[config.mk]
export PLATFORM = sky130hd
export DESIGN_NAME = clock_enable_gen
export DESIGN_NICKNAME = d
export VERILOG_FILES = /design/src/hdl/tama_pkg.sv /design/src/hdl/clock_enable_gen.sv
export SDC_FILE = /design/constraint.sdc
export NUM_CORES = 1
export LEC_CHECK = 0
export BUFFER_PORTS_ARGS = -buffer_cell sky130_fd_sc_hd__buf_2
export CAP_MARGIN = 20
export CORE_AREA = 2 2 41 43
export DETAILED_ROUTE_END_ITERATION = 16
export DIE_AREA = 0 0 43 45
export PLACE_DENSITY = 0.61
export SLEW_MARGIN = 20
export SYNTH_ARGS = -nofsm -noshare
export SYNTH_HDL_FRONTEND = slang
export SYNTH_SLANG_ARGS = --single-unit
[constraint.sdc]
create_clock -name clk_32_768 -period 1.35 [get_ports clk_32_768]
set_input_delay 0.0675 -clock clk_32_768 [delete_from_list [all_inputs] [get_ports clk_32_768]]
set_output_delay 0.0675 -clock clk_32_768 [all_outputs]
set_load 0.02 [all_outputs]
[src/hdl/tama_pkg.sv]
// shared widths, types and constants for the virtual-pet glue logic
// every block pulls its port types and constants from here

package tama_pkg;

  ////////////////////////////////////////
  // timebase

  // cpu strobe divider reload from 32.768 mhz down to the cpu rate
  localparam logic [9:0] clk_div_count = 10'd400;

  ////////////////////////////////////////
  // program rom

  localparam int rom_words = 8192;

  typedef logic [12:0] rom_addr_t;
  // stored word, as swapped on download
  typedef logic [15:0] rom_word_t;
  // instruction bits seen by the cpu
  typedef logic [11:0] rom_data_t;

  ////////////////////////////////////////
  // download stream

  // byte address from the loader
  typedef logic [20:0] load_addr_t;
  typedef logic [15:0] load_data_t;
  typedef logic [15:0] slot_id_t;

  // slot ids from the host data table
  localparam slot_id_t slot_rom         = 16'd0;
  localparam slot_id_t slot_background  = 16'd10;
  localparam slot_id_t slot_spritesheet = 16'd11;

  // image memory write address
  typedef logic [16:0] image_addr_t;

  ////////////////////////////////////////
  // controller inputs

  typedef logic [15:0] key_t;
  // face button positions in the key bitmap
  localparam int key_face_a = 4;
  localparam int key_face_b = 5;
  localparam int key_face_y = 7;

  typedef logic [3:0] k0_t;

endpackage
[src/hdl/clock_enable_gen.sv]
// cpu clock-enable strobes for the 32.768 mhz core domain
// clk_en is the 1x cpu strobe, clk_2x_en fires at twice that rate
// both are single-cycle pulses taken from one down-counter

`timescale 1ns/1ps

module clock_enable_gen (
  input  logic clk_32_768,
  input  logic reset,
  output logic clk_en,
  output logic clk_2x_en
);

  import tama_pkg::*;

  // midpoint of the count gives the extra 2x pulse
  localparam logic [9:0] half_count = clk_div_count / 2;

  logic [9:0] clock_div;

  always_ff @(posedge clk_32_768) begin
    if (reset) begin
      clock_div <= clk_div_count;
      clk_en    <= 1'b0;
      clk_2x_en <= 1'b0;
    end else begin
      // no strobe by default while counting down
      clk_en    <= 1'b0;
      clk_2x_en <= 1'b0;
      clock_div <= clock_div - 10'd1;
      if (clock_div == 10'd0) begin
        // wrap with both strobes together
        clock_div <= clk_div_count;
        clk_en    <= 1'b1;
        clk_2x_en <= 1'b1;
      end else if (clock_div == half_count) begin
        clk_2x_en <= 1'b1;
      end
    end
  end

endmodule

==> metrics.md <==
| Metric | Value |
|---|---|
| Row cnt | `14` |
| Post-route DRC | `0` |
| Warnings, synthesis | `0` |
| Number of port buffers | `3` |
| PwrDens | `1240 nW/µm²` |
| Final Critical Period | `1.41 ns` |
| Sequential share of the synthesized area | `43.7%` |
| CP max FO | `7` |
| Vias in the first global route | `503` |
| Drt wl/cell | `13.3 µm` |
| Crit path kind | `register to register` |
| Compound-Gate Fraction of Synth Area | `15.5%` |
| ANT nets after route | `0` |
| FF-to-FF setup slack | `-0.06 ns` |
| Most used DFF post-synth | `dfxtp_1` |
| Gpl congestion | `0.723` |
| Clock Sinks | `12` |
| Failing checks | `negative setup slack` |
| Share of cells above drive strength 1 | `45.7%` |
| Initial Utilization | `37.3%` |
| Antenna Cells | `0` |
| P_sw | `0.292 mW` |
| Post-Synth Adder-Cell Area | `2.28%` |
| Max frequency | `711 MHz` |
| Most frequent cells in the layout | `14 x buf_4, 8 x nor2_1, 7 x dfxtp_1` |
| RSZ-0062 raised after global routing | `true` |
| Die width | `43 µm` |
| Syn Std Cell Area | `549 µm²` |
| Syn Nets | `66` |
| CP Data Required Time | `1.56 ns` |
| Type of the worst min-delay path | `primary input to register` |
| Sequential power share | `45.6%` |
| Hold depth | `2` |
| Worst-path clk slew | `0.07 ns` |
| Crit path cell chain | `or3_4, or4_4, a21oi_2` |
| Number of CTS-inserted buffers | `3` |
| Comb power frac | `31.2%` |
| Max-cap violations | `0` |
| First-pass GRT wire length | `2.08 mm` |
| Detailed Routing Iterations Pass 1 | `2` |
| Outcome | `finished with violations` |
| DP HPWL | `874 µm` |
| Leakage Power | `0.306 nW` |
| P_int | `0.666 mW` |
| Cell taking the most area after synthesis | `dfxtp_1` |
| Clk Latency, worst-skew pair | `0.27 ns` |
| WP data arrival | `1.61 ns` |
| Top cells by area, synth | `dfxtp_1 44%, nor2_1 5.5%, xnor2_1 4.8%, or3_1 4.6%, or4_1 4.1%` |
| Die area | `1940 µm²` |
| Area Growth Syn to Fin | `41.2%` |
| Global-route usage over all layers | `14.9%` |
| EDFF count, synth | `0` |
| Crit-path max cell delay | `0.49 ns` |
| Critical Path Source Type | `register` |
| Critical path depth | `3` |
| Synth top area share | `43.7%` |
| Root buffer cell | `clkbuf_4` |
| Pre-CTS WS | `-0.144 ns` |
| Clock power frac | `23.2%` |
| CTS tree | `built` |
| Largest net degree at the start of global routing | `10` |
| Final Worst Setup Slack | `-0.0557 ns` |
| Fin nets | `86` |
| Overall power | `0.959 mW` |
| Final period util | `104%` |
| Setup tns final | `-0.156 ns` |
| Clock skew | `0.00458 ns` |
| Worst setup EP type | `register` |
| Simple-Gate Fraction of Synth Area | `30.1%` |
| Buffers and inverters on the worst path | `0` |
| Avg Vias per Cell | `5.37` |
| CP delay by family, top | `simple AND/OR/NAND/NOR gates` |
| Iteration-0 DRC Markers | `2` |
| Yosys cell types | `27` |
| Ports | `4` |
| Mux contribution to synthesized area | `0%` |
| Final hold vios | `0` |
| Core area | `1470 µm²` |
| Total grt overflow | `0` |
| Antenna violations before repair | `0` |
| Total Routed Length | `1.29 mm` |
| Slowest CP cell | `or4_4` |
| Most common cell after layout, fill and taps aside | `buf_4` |
| Die height | `45 µm` |
| Mapped Cells | `63` |
| Max clock buf depth | `2` |
| Main combinational cell family by area after synthesis | `simple AND/OR/NAND/NOR gates` |
| Count of state elements after synthesis | `12` |
| Slew headroom | `80.1%` |
| Fillers | `147` |
| R2R depth | `3` |
| Async SR Flop Fraction | `0%` |
| Average cell area after synthesis | `8.72 µm²` |
| Setup violators final | `4` |
| H-tree Lvls | `1` |
| Switching share of power | `30.5%` |
| Maximum VDD drop | `0.538 mV` |
| Least-Margin Pin Slew | `0.295 ns` |
| Xor/xnor share of the synthesized area | `4.78%` |
| Vias | `521` |
| Fin. max-slew vios | `0` |
==> synthesized netlist by cell type (2+ instances only) <==
library cell	count
or4_1	3
o21ai_0	2
nand2b_1	3
xnor2_1	3
a21oi_1	4
nor3_1	3
dfxtp_1	12
o31ai_1	2
inv_1	3
or3_1	4
nor2_1	8
==> area by class of cell <==
| class | instances | area [µm²] | share of cell area, % |
|---|---|---|---|
| clock buffer | 3 | 22.5 | 2.90 |
| multi-input combinational | 46 | 355 | 45.8 |
| tap | 16 | 20.0 | 2.58 |
| sequential | 12 | 246 | 31.8 |
| timing repair buffer | 17 | 120 | 15.5 |
| inverter | 3 | 11.3 | 1.45 |
==> power groups by stage <==
stage / combinational (mW) / clock [mW] / sequential [mW]
finish: 0.299 / 0.223 / 0.437
global route: 0.333 / 0.240 / 0.441
CTS: 0.281 / 0.227 / 0.424
detailed placement: 0.242 / 0 / 0.429
global placement: 0.238 / 0 / 0.427
floorplan: 0.137 / 0 / 0.440
==> registers in the layout, summed over array words and instances (netlist names) <==
name	count
clk_2x_en	1
clk_en	1
clock_div	10
==> worst paths after layout <==
kind | startpoint | endpoint
setup / recovery | clock_div[3]$_SDFF_PP0_ | clock_div[6]$_SDFF_PP0_
hold / removal | reset | clock_div[6]$_SDFF_PP0_
setup reg to reg | clock_div[3]$_SDFF_PP0_ | clock_div[6]$_SDFF_PP0_
hold reg to reg | clock_div[0]$_SDFF_PP0_ | clock_div[0]$_SDFF_PP0_
==> what timing repair did <==
item                                    4_1_cts  5_1_grt
endpoints found under the setup margin        6        7
buffers inserted                              2        0
hold buffers                                  0        0
pin swaps                                     5        1
endpoints found under the hold margin         0        0
resized for setup                             6        9
==> kinds of logic (layout without fill, tap and decap cells) <==
logic type | count (synthesis) | count (layout)
flip-flops | 12 | 12
buffers and inverters | 5 | 23
AND/OR/NAND/NOR | 29 | 29
XOR/XNOR | 3 | 3
adder cells (fa/ha/maj) | 1 | 1
AO/OA/AOI/OAI | 13 | 13
==> metrics by stage <==
stage	hold WS (ns)	utilization (%)	area, µm²	cells
floorplan	0.360	-	563	63
global placement	0.342	45.7	673	92
detailed placement	0.348	45.7	673	92
CTS	0.0712	50.4	742	97
global route	0.0795	52.7	776	97
finish	0.0686	52.7	776	97
==> layer usage <==
layer / vias up / wire, µm / track usage [%] / part of all wire, %
li1: 265 / - / - / -
met1: 251 / 585 / 17.6 / 45
met2: 3 / 664 / 24.5 / 51
met3: 2 / 24 / 3.60 / 1.9
met4: 0 / 18 / 9.09 / 1.4
met5: - / 0 / 0 / 0
Note: power is estimated with default switching activity, not from simulation.
