### config.mk
export PLATFORM = sky130hd
export DESIGN_NAME = download_router
export DESIGN_NICKNAME = d
export VERILOG_FILES = /design/src/hdl/tama_pkg.sv /design/src/hdl/download_router.sv
export SDC_FILE = /design/constraint.sdc
export NUM_CORES = 1
export LEC_CHECK = 0
export ABC_AREA = 1
export BUFFER_PORTS_ARGS = -buffer_cell sky130_fd_sc_hd__buf_2
export CAP_MARGIN = 20
export CORE_MARGIN = 2
export CORE_UTILIZATION = 50
export DETAILED_ROUTE_END_ITERATION = 12
export GPL_TIMING_DRIVEN = 0
export PLACE_DENSITY = 0.91
export SYNTH_ARGS = -nofsm -noshare
export SYNTH_HDL_FRONTEND = slang
export SYNTH_SLANG_ARGS = --single-unit
### constraint.sdc
create_clock -name clk_32_768 -period 2.2 [get_ports clk_32_768]
set_input_delay 0.22 -clock clk_32_768 [delete_from_list [all_inputs] [get_ports clk_32_768]]
set_output_delay 0.22 -clock clk_32_768 [all_outputs]
set_load 0.1 [all_outputs]
### src/hdl/tama_pkg.sv
// shared widths, types and constants for the virtual-pet glue logic
// every block pulls its port types and constants from here

package tama_pkg;

  ////////////////////////////////////////
  // timebase

  // cpu strobe divider reload from 32.768 mhz down to the cpu rate
  localparam logic [9:0] clk_div_count = 10'd400;

  ////////////////////////////////////////
  // program rom

  localparam int rom_words = 8192;

  typedef logic [12:0] rom_addr_t;
  // stored word, as swapped on download
  typedef logic [15:0] rom_word_t;
  // instruction bits seen by the cpu
  typedef logic [11:0] rom_data_t;

  ////////////////////////////////////////
  // download stream

  // byte address from the loader
  typedef logic [20:0] load_addr_t;
  typedef logic [15:0] load_data_t;
  typedef logic [15:0] slot_id_t;

  // slot ids from the host data table
  localparam slot_id_t slot_rom         = 16'd0;
  localparam slot_id_t slot_background  = 16'd10;
  localparam slot_id_t slot_spritesheet = 16'd11;

  // image memory write address
  typedef logic [16:0] image_addr_t;

  ////////////////////////////////////////
  // controller inputs

  typedef logic [15:0] key_t;
  // face button positions in the key bitmap
  localparam int key_face_a = 4;
  localparam int key_face_b = 5;
  localparam int key_face_y = 7;

  typedef logic [3:0] k0_t;

endpackage
### src/hdl/download_router.sv
// steers download words to the program rom or the image memories
// slot id picks the target, rom and background get byte-swapped words
// a spritesheet word becomes two writes, raw word then its high byte

`timescale 1ns/1ps

module download_router (
  input  logic                  clk_32_768,
  input  logic                  reset,
  input  logic                  load_write_en,
  input  tama_pkg::load_addr_t  load_addr,
  input  tama_pkg::load_data_t  load_data,
  input  tama_pkg::slot_id_t    slot_id,
  output logic                  rom_write_en,
  output tama_pkg::rom_addr_t   rom_write_addr,
  output tama_pkg::rom_word_t   rom_write_data,
  output logic                  background_write_en,
  output logic                  spritesheet_write_en,
  output tama_pkg::image_addr_t image_write_addr,
  output tama_pkg::load_data_t  image_write_data
);

  import tama_pkg::*;

  ////////////////////////////////////////
  // slot decode

  logic rom_download;
  logic background_download;
  logic spritesheet_download;

  assign rom_download         = (slot_id == slot_rom);
  assign background_download  = (slot_id == slot_background);
  assign spritesheet_download = (slot_id == slot_spritesheet);

  // loader sends big-endian words
  load_data_t load_data_swapped;
  assign load_data_swapped = {load_data[7:0], load_data[15:8]};

  // second spritesheet write due next cycle
  logic       sprite_pending;
  logic [7:0] sprite_high;

  ////////////////////////////////////////
  // write enables

  always_ff @(posedge clk_32_768) begin
    if (reset) begin
      rom_write_en         <= 1'b0;
      background_write_en  <= 1'b0;
      spritesheet_write_en <= 1'b0;
      sprite_pending       <= 1'b0;
    end else begin
      rom_write_en         <= load_write_en && rom_download;
      background_write_en  <= load_write_en && background_download;
      // raw word now, high byte on the following cycle
      spritesheet_write_en <= (load_write_en && spritesheet_download) || sprite_pending;
      sprite_pending       <= load_write_en && spritesheet_download;
    end
  end

  ////////////////////////////////////////
  // addresses and data

  always_ff @(posedge clk_32_768) begin
    if (load_write_en) begin
      // rom is word addressed
      rom_write_addr <= load_addr[13:1];
      rom_write_data <= load_data_swapped;
      sprite_high    <= load_data[15:8];
    end
    if (sprite_pending) begin
      // follow-up write at the next pixel address
      image_write_addr <= image_write_addr + 17'd1;
      image_write_data <= {8'h00, sprite_high};
    end else if (load_write_en) begin
      if (spritesheet_download) begin
        // spritesheet keeps byte addressing and raw data
        image_write_addr <= load_addr[16:0];
        image_write_data <= load_data;
      end else begin
        image_write_addr <= load_addr[17:1];
        image_write_data <= load_data_swapped;
      end
    end
  end

endmodule

==> run_results.csv, run 1 <==
group,metric,value,unit
synth,avgSynthCellArea,8.43,µm²
sta,fmax,519,MHz
detailed_routing,wl_per_cell,15.3,µm
worst_hold_path,hold_path.class,"in2reg",
pwr,ir_drop,0.000667,V
global_routing,grt_max_degree,32,
clocking,root_buffer,"clkbuf_8",
synth,netlist_area,3330,µm²
detailed_routing,firstDrtPassIters,5,
clocking,clockBufferDepth,2,
detailed_routing,drc,0,
worst_setup_path,cp_max_fo,13,
worst_setup_path,critPathCapture,"image_write_addr[16]",
pwr,clockPowerShare,0.286,
clocking,cts_tree,"yes",
detailed_routing,routed_wirelength,9250,µm
synth,synth-async-reset-ratio,0,
pwr,power,3.31,mW
final_layout,layout.nets,581,
worst_setup_path,critPathRequiredTime,2.19,ns
synth,synth.largest_area_cell,"edfxtp_1",
synth,ys_seq_elements,66,
final_layout,antenna_cells,0,
synth,synth_edf_count,54,
global_routing,grt_pass1_wl,14900,µm
worst_setup_path,path_buf_inv,2,
final_layout,nFillCells,530,
worst_setup_path,crit_type,"reg2reg",
sta,skew,0.00995,ns
sta,worstMarginPinSlew,0.748,ns
synth,syn_nets,452,
synth,yosysTopAreaCellShare,0.487,
worst_setup_path,rrSetupSlack,0.27,ns
final_layout,layout-drive-gt1-share,0.291,
floorplanning,initial_core_util,0.521,
sta,period_needed,1.93,ns
floorplanning,fp.dieH,85.6,µm
floorplanning,row_count,29,
placement,gp_congestion,0.921,
worst_setup_path,cp-end-kind,"register",
sta,period_share,0.877,
pwr,swShare,0.399,
worst_setup_path,reg2reg_depth,3,
global_routing,overflow,0,
run,cap_viol_max_count,0,
synth,synth.area.top_cells,"edfxtp_1 (49%), nand2_1 (14%), nand3_1 (10%)",
clocking,cts_num_sinks,66,
synth,syn_inst,395,
detailed_routing,ant_nets,0,
synth,synthFlopType,"edfxtp_1",
detailed_routing,via_per_inst,5.41,
worst_setup_path,cp-start-kind,"register",
worst_setup_path,critPathMaxStageDelay,0.53,ns
clocking,insertion_delay,0.36,ns
global_routing,grt_usage,0.263,
worst_setup_path,crit_cells,3,
floorplanning,ios,121,
clocking,h-tree-depth,3,
pwr,p_int,1.99,mW
pwr,p_seq_frac,0.449,
pwr,p_sw,1.32,mW
worst_setup_path,r2r-start,"sprite_pending",
worst_setup_path,critPathSlowestCell,"clkinvlp_4",
worst_setup_path,critPathLaunch,"sprite_pending",
worst_setup_path,crit_family,"buffers and inverters",
pwr,p_per_area,787,nW/µm²
worst_setup_path,crit_chain,"buf_2, nor2_2, clkinvlp_4",
sta,setup_violations,0,
synth,synth_most_common_cell,"nand2_1",
sta,finalHoldViolations,0,
detailed_routing,vias,3279,
clocking,clk_pin_slew,0.08,ns
run_status,status,"finished, final reports clean",
floorplanning,die_width,85.6,µm
clocking,cts_made_buffers,9,
worst_setup_path,r2r_end,"image_write_addr[16]",
pwr,p_comb_frac,0.265,
synth,ys_warn_count,0,
final_layout,areaGrowthSynthToFinish,26.2,%
pwr,p_leak,2.12,nW
global_routing,grt_pass1_vias,3293,
global_routing,antenna_found_initial,0,
detailed_routing,drt-initial-drc-count,232,
synth,synthTopCellsByCount,"nand2_1 (123), nand3_1 (69), edfxtp_1 (54), inv_1 (53), nor2_1 (33)",
worst_setup_path,crit_arrival,1.92,ns
floorplanning,core,6390,µm²
synth,synthDistinctLibCells,25,
sta,drv_slew,0,
sta,fin_tns_setup,0,ns
placement,port_buffers,117,
sta,rsz0062_at_grt,"no",
final_layout,finish.utilization,0.658,
sta,slew_headroom,0.501,
floorplanning,die-area,7320,µm²
placement,dp_hpwl,6610,µm
synth,synth_seq_area_share,0.559,
==> cell type report <==
| type | count | area [µm²] | share of cell area |
|---|---|---|---|
| buffer | 14 | 86.3 | 0.0205 |
| clock buffer | 9 | 124 | 0.0295 |
| clock inverter | 7 | 53.8 | 0.0128 |
| inverter | 53 | 203 | 0.0482 |
| multi-input combinational | 262 | 1180 | 0.282 |
| sequential | 66 | 1860 | 0.443 |
| tap | 77 | 96.3 | 0.0229 |
| timing repair buffer | 117 | 586 | 0.139 |
| timing repair inverter | 1 | 7.51 | 0.00179 |
==> kinds of logic after synthesis <==
kind of cell	Yosys count	share of synthesized area
AO/OA/AOI/OAI	12	0.0207
flip-flops	66	0.559
XOR/XNOR	1	0.00263
AND/OR/NAND/NOR	248	0.328
buffers and inverters	67	0.0857
adder cells (fa/ha/maj)	1	0.00376
==> metrics by stage <==
| stage | hold WS [ns] | area (µm²) | std cells | setup slack, ns |
|---|---|---|---|---|
| 6_report | 0.0431 | 4200 | 606 | 0.271 |
| 5_1_grt | 0.0348 | 4200 | 606 | 0.215 |
| 4_1_cts | 0.0323 | 4200 | 606 | 0.283 |
| 3_5_place_dp | 0.414 | 4010 | 589 | -0.264 |
| 3_3_place_gp | 0.413 | 4010 | 589 | -0.140 |
| 2_1_floorplan | 0.319 | 3330 | 395 | -0.0295 |
==> power by group through the flow <==
stage               Sequential (mW)  Combinational, mW  Clock, mW
detailed placement             1.51              0.870          0
global placement               1.51              0.857          0
CTS                            1.48              0.874      0.955
global route                   1.49              0.911      0.999
floorplan                      2.10              0.108          0
finish                         1.49              0.875      0.946
==> worst register-to-register path: stages (launching register included) <==
cell,delay [ns]
dfxtp_1,0.35
buf_2,0.21
nor2_2,0.48
clkinvlp_4,0.53
==> state kept, by name, indices dropped and copies added (netlist names) <==
register,flops
image_write_addr,17
image_write_data,16
rom_write_data,16
rom_write_addr,13
background_write_en,1
rom_write_en,1
sprite_pending,1
spritesheet_write_en,1
==> cell usage in the layout, fill, tap and decap left out, types with 2 or more instances in the layout <==
cell / synthesis / final
clkbuf_8: 0 / 9
a21oi_1: 2 / 2
clkinvlp_4: 0 / 5
o21ai_0: 6 / 6
buf_6: 2 / 2
clkbuf_1: 3 / 3
buf_4: 3 / 3
and3_1: 2 / 2
nand3_1: 69 / 69
inv_1: 53 / 52
dfxtp_1: 12 / 12
nor2_2: 1 / 2
edfxtp_1: 54 / 54
nand4_1: 13 / 13
or2_2: 2 / 2
o21bai_1: 2 / 2
nand2_1: 123 / 123
buf_2: 6 / 123
inv_6: 0 / 2
nor2_4: 2 / 2
nor2_1: 33 / 32
==> worst min-delay path by stage <==
stage	start	end	slack, ns	cells after the start
global placement	load_data[2]	rom_write_data[10]	0.41	1
detailed placement	load_data[2]	rom_write_data[10]	0.41	1
global route	load_data[3]	rom_write_data[11]	0.03	1
floorplan	load_addr[1]	rom_write_addr[0]	0.32	0
CTS	load_data[5]	rom_write_data[13]	0.03	1
finish	load_data[1]	rom_write_data[9]	0.04	1
==> repair_timing <==
action,in CTS,in global routing
gates resized for setup,3,0
buffers inserted,0,0
hold buffers,0,0
endpoints found under the setup margin,1,0
==> metal layers <==
metal	vias to the layer above	global-route usage	wire, µm
met5	-	0	0
met4	0	0.162	335
met3	34	0.0693	988
met2	214	0.426	4430
met1	1471	0.314	3500
li1	1560	-	-
Note: power is estimated with default switching activity, not from simulation.
==> inputs of run 2 (changes only) <==
- ABC_AREA: 1 -> unset
- CORE_UTILIZATION: 50 -> 43
- CTS_BUF_LIST: unset -> sky130_fd_sc_hd__clkbuf_16
- PLACE_DENSITY: 0.91 -> 0.85
- clock period: 2.2 -> 1.6 ns (I/O delays scaled with it)
==> run 2 against run 1 <==
Worst setup slack worse by 0.38 ns. Clock skew down 0.0029 ns. Final cell count down 27%. Sequential share of layout area down 0.18 points. Clock power up 130%. Highest routed layer unchanged. Critical endpoint unchanged. Clock-buffer cell count unchanged. The run now ends with negative setup slack left. Hold slack worse by 0.013 ns. Synthesized cell count down 45%.
==> run_results.csv, run 2 <==
group,metric,value,unit
placement,gp_congestion,0.791,
worst_hold_path,hold_path.class,"in2reg",
worst_setup_path,crit_type,"reg2reg",
worst_setup_path,crit_chain,"ha_2, nand4_1, nor4_2, xnor2_1, a22oi_1",
synth,yosys.area_share.simple,0.109,
worst_setup_path,critPathRequiredTime,1.66,ns
sta,finalHoldViolations,0,
final_layout,largest_reg_flops,17,
final_layout,layout_commonest_cell,"buf_2",
sta,period_needed,1.71,ns
synth,synth-xor-area-share,0.0411,
detailed_routing,ant_nets,0,
final_layout,areaGrowthSynthToFinish,41.5,%
pwr,p_per_area,1340,nW/µm²
synth,synthFlopType,"edfxtp_1",
pwr,p_leak,1.69,nW
synth,synth.largest_area_cell,"edfxtp_1",
run_status,status,"finished, violations left",
worst_setup_path,critPathMaxStageDelay,0.42,ns
sta,fmax,586,MHz
global_routing,grt_max_degree,40,
placement,dp_hpwl,5140,µm
synth,ys_warn_count,0,
final_layout,layout.nets,416,
final_layout,antenna_cells,0,
clocking,insertion_delay,0.33,ns
global_routing,antenna_found_initial,0,
worst_setup_path,path_buf_inv,0,
synth,synth_seq_area_share,0.624,
sta,skew,0.00703,ns
synth,netlist_area,2980,µm²
worst_setup_path,cp-end-kind,"register",
synth,synth_most_common_cell,"edfxtp_1",
global_routing,overflow,0,
global_routing,grt_pass1_vias,2312,
clocking,root_buffer,"clkbuf_16",
synth,synth.area.top_cells,"edfxtp_1 (54%), mux2i_1 (8.7%), dfxtp_1 (8.1%)",
worst_setup_path,crit_arrival,1.76,ns
clocking,clk_pin_slew,0.06,ns
synth,yosysTopAreaCellShare,0.544,
global_routing,grt_pass1_wl,11200,µm
floorplanning,initial_core_util,0.441,
worst_setup_path,critPathSlowestCell,"edfxtp_1",
final_layout,layout-drive-gt1-share,0.495,
placement,post-place-ws,-1.17,ns
sta,slew_headroom,0.540,
detailed_routing,via_per_inst,5.35,
sta,period_share,1.07,
global_routing,grt_usage,0.198,
run,cap_viol_max_count,0,
sta,final.setup.worst_slack,-0.106,ns
synth,syn_inst,219,
synth,synth_edf_count,54,
detailed_routing,vias,2377,
synth,synth-async-reset-ratio,0,
sta,rsz0062_at_grt,"yes",
sta,worstMarginPinSlew,0.690,ns
worst_setup_path,cp_max_fo,4,
final_layout,nFillCells,515,
pwr,ir_drop,0.000794,V
sta,setup_violations,6,
detailed_routing,firstDrtPassIters,4,
synth,synth_adder_area_share,0.00420,
floorplanning,row_count,30,
worst_setup_path,crit_family,"simple AND/OR/NAND/NOR gates",
clocking,clockBufferDepth,2,
synth,avgSynthCellArea,13.6,µm²
pwr,power,5.66,mW
clocking,h-tree-depth,3,
worst_setup_path,rrSetupSlack,-0.11,ns
synth,synth_top_family_by_area,"multiplexers",
detailed_routing,drt-initial-drc-count,107,
final_layout,final_cell_mix,"buf_2 (113), edfxtp_1 (54), mux2i_1 (26)",
floorplanning,ios,121,
clocking,cts_num_sinks,66,
detailed_routing,wl_per_cell,17.0,µm
floorplanning,die-area,7620,µm²
sta,drv_slew,0,
clocking,cts_made_buffers,9,
detailed_routing,drc,0,
synth,synthDistinctLibCells,28,
final_layout,top_regs,"image_write_addr (17), image_write_data (16), rom_write_data (16)",
synth,synth_mux_area_frac,0.159,
floorplanning,core,6760,µm²
clocking,cts_tree,"yes",
synth,syn_nets,276,
floorplanning,die_width,87.3,µm
worst_setup_path,cp-start-kind,"register",
detailed_routing,routed_wirelength,7560,µm
synth,synthTopCellsByCount,"edfxtp_1 (54), mux2i_1 (26), nand2_1 (24), mux2_2 (19), nor2_1 (18)",
synth,ys_seq_elements,66,
placement,port_buffers,117,
run_status,failed_checks,"negative setup slack",
floorplanning,fp.dieH,87.3,µm
synth,synth_compound_area_frac,0.0382,
final_layout,top_register,"image_write_addr",
[run 2: cell types whose count changed after synthesis, sizes merged, moves of 18 or more]
| cell | delta |
|---|---|
| nand2 | -101 |
| nand3 | -64 |
| inv | -53 |
| mux2i | +26 |
| mux2 | +19 |
| nor2 | -18 |
[run 2: cells by family (layout without fill, tap and decap cells)]
| kind of cell | Yosys count | in the layout |
|---|---|---|
| buffers and inverters | 11 | 156 |
| DFF | 66 | 66 |
| AOI/OAI and AO/OA | 15 | 15 |
| adders and majority gates | 1 | 1 |
| xor gates and xnor gates | 14 | 14 |
| muxes | 45 | 45 |
| and+or+nand+nor | 67 | 67 |
[run 2: final cells by class]
cell class | count | area, µm² | area share
Clock buffer | 9 | 225 | 0.0534
Clock inverter | 7 | 108 | 0.0255
Buffer | 9 | 85.1 | 0.0202
Tap cell | 80 | 100 | 0.0237
Timing Repair Buffer | 131 | 714 | 0.169
Multi-Input combinational cell | 142 | 1120 | 0.267
Sequential cell | 66 | 1860 | 0.441
[run 2: worst paths after layout]
path              depth (start not counted)                   end            startpoint
setup / recovery                          5  image_write_addr[16]   image_write_addr[0]
hold / removal                            1     rom_write_data[6]         load_data[14]
setup reg to reg                          5  image_write_addr[16]   image_write_addr[0]
hold reg to reg                           2  image_write_data[12]  image_write_data[12]
[run 2: what timing repair did]
item,4_1_cts,5_1_grt
setup endpoints to repair,44,37
hold endpoints to repair,1,0
pin swaps,9,10
hold buffers,1,0
setup buffers,6,7
gates resized for setup,18,11
[run 2: layer usage]
metal	GRT usage	up-vias	wire length, µm
met5	0	-	0
met4	0.102	0	167
met3	0.0483	13	419
met2	0.326	102	3750
met1	0.241	1147	3220
li1	-	1115	-
[run 2: power by group]
part / switching [mW] / internal (mW)
clock network: 0.717 / 1.50
logic: 1.13 / 0.238
registers: 0.0697 / 2.00
[run 2: through the flow]
step	TNS, ns	cell area [µm²]	utilization	hold slack (ns)	instances
floorplan	-7.79	2990	-	0.232	219
global route	-0.725	4220	0.624	0.0240	444
global placement	-37.33	3670	0.544	0.337	416
finish	-0.363	4220	0.624	0.0298	444
CTS	-0.0504	4130	0.611	0.0205	438
detailed placement	-42.18	3670	0.544	0.344	416
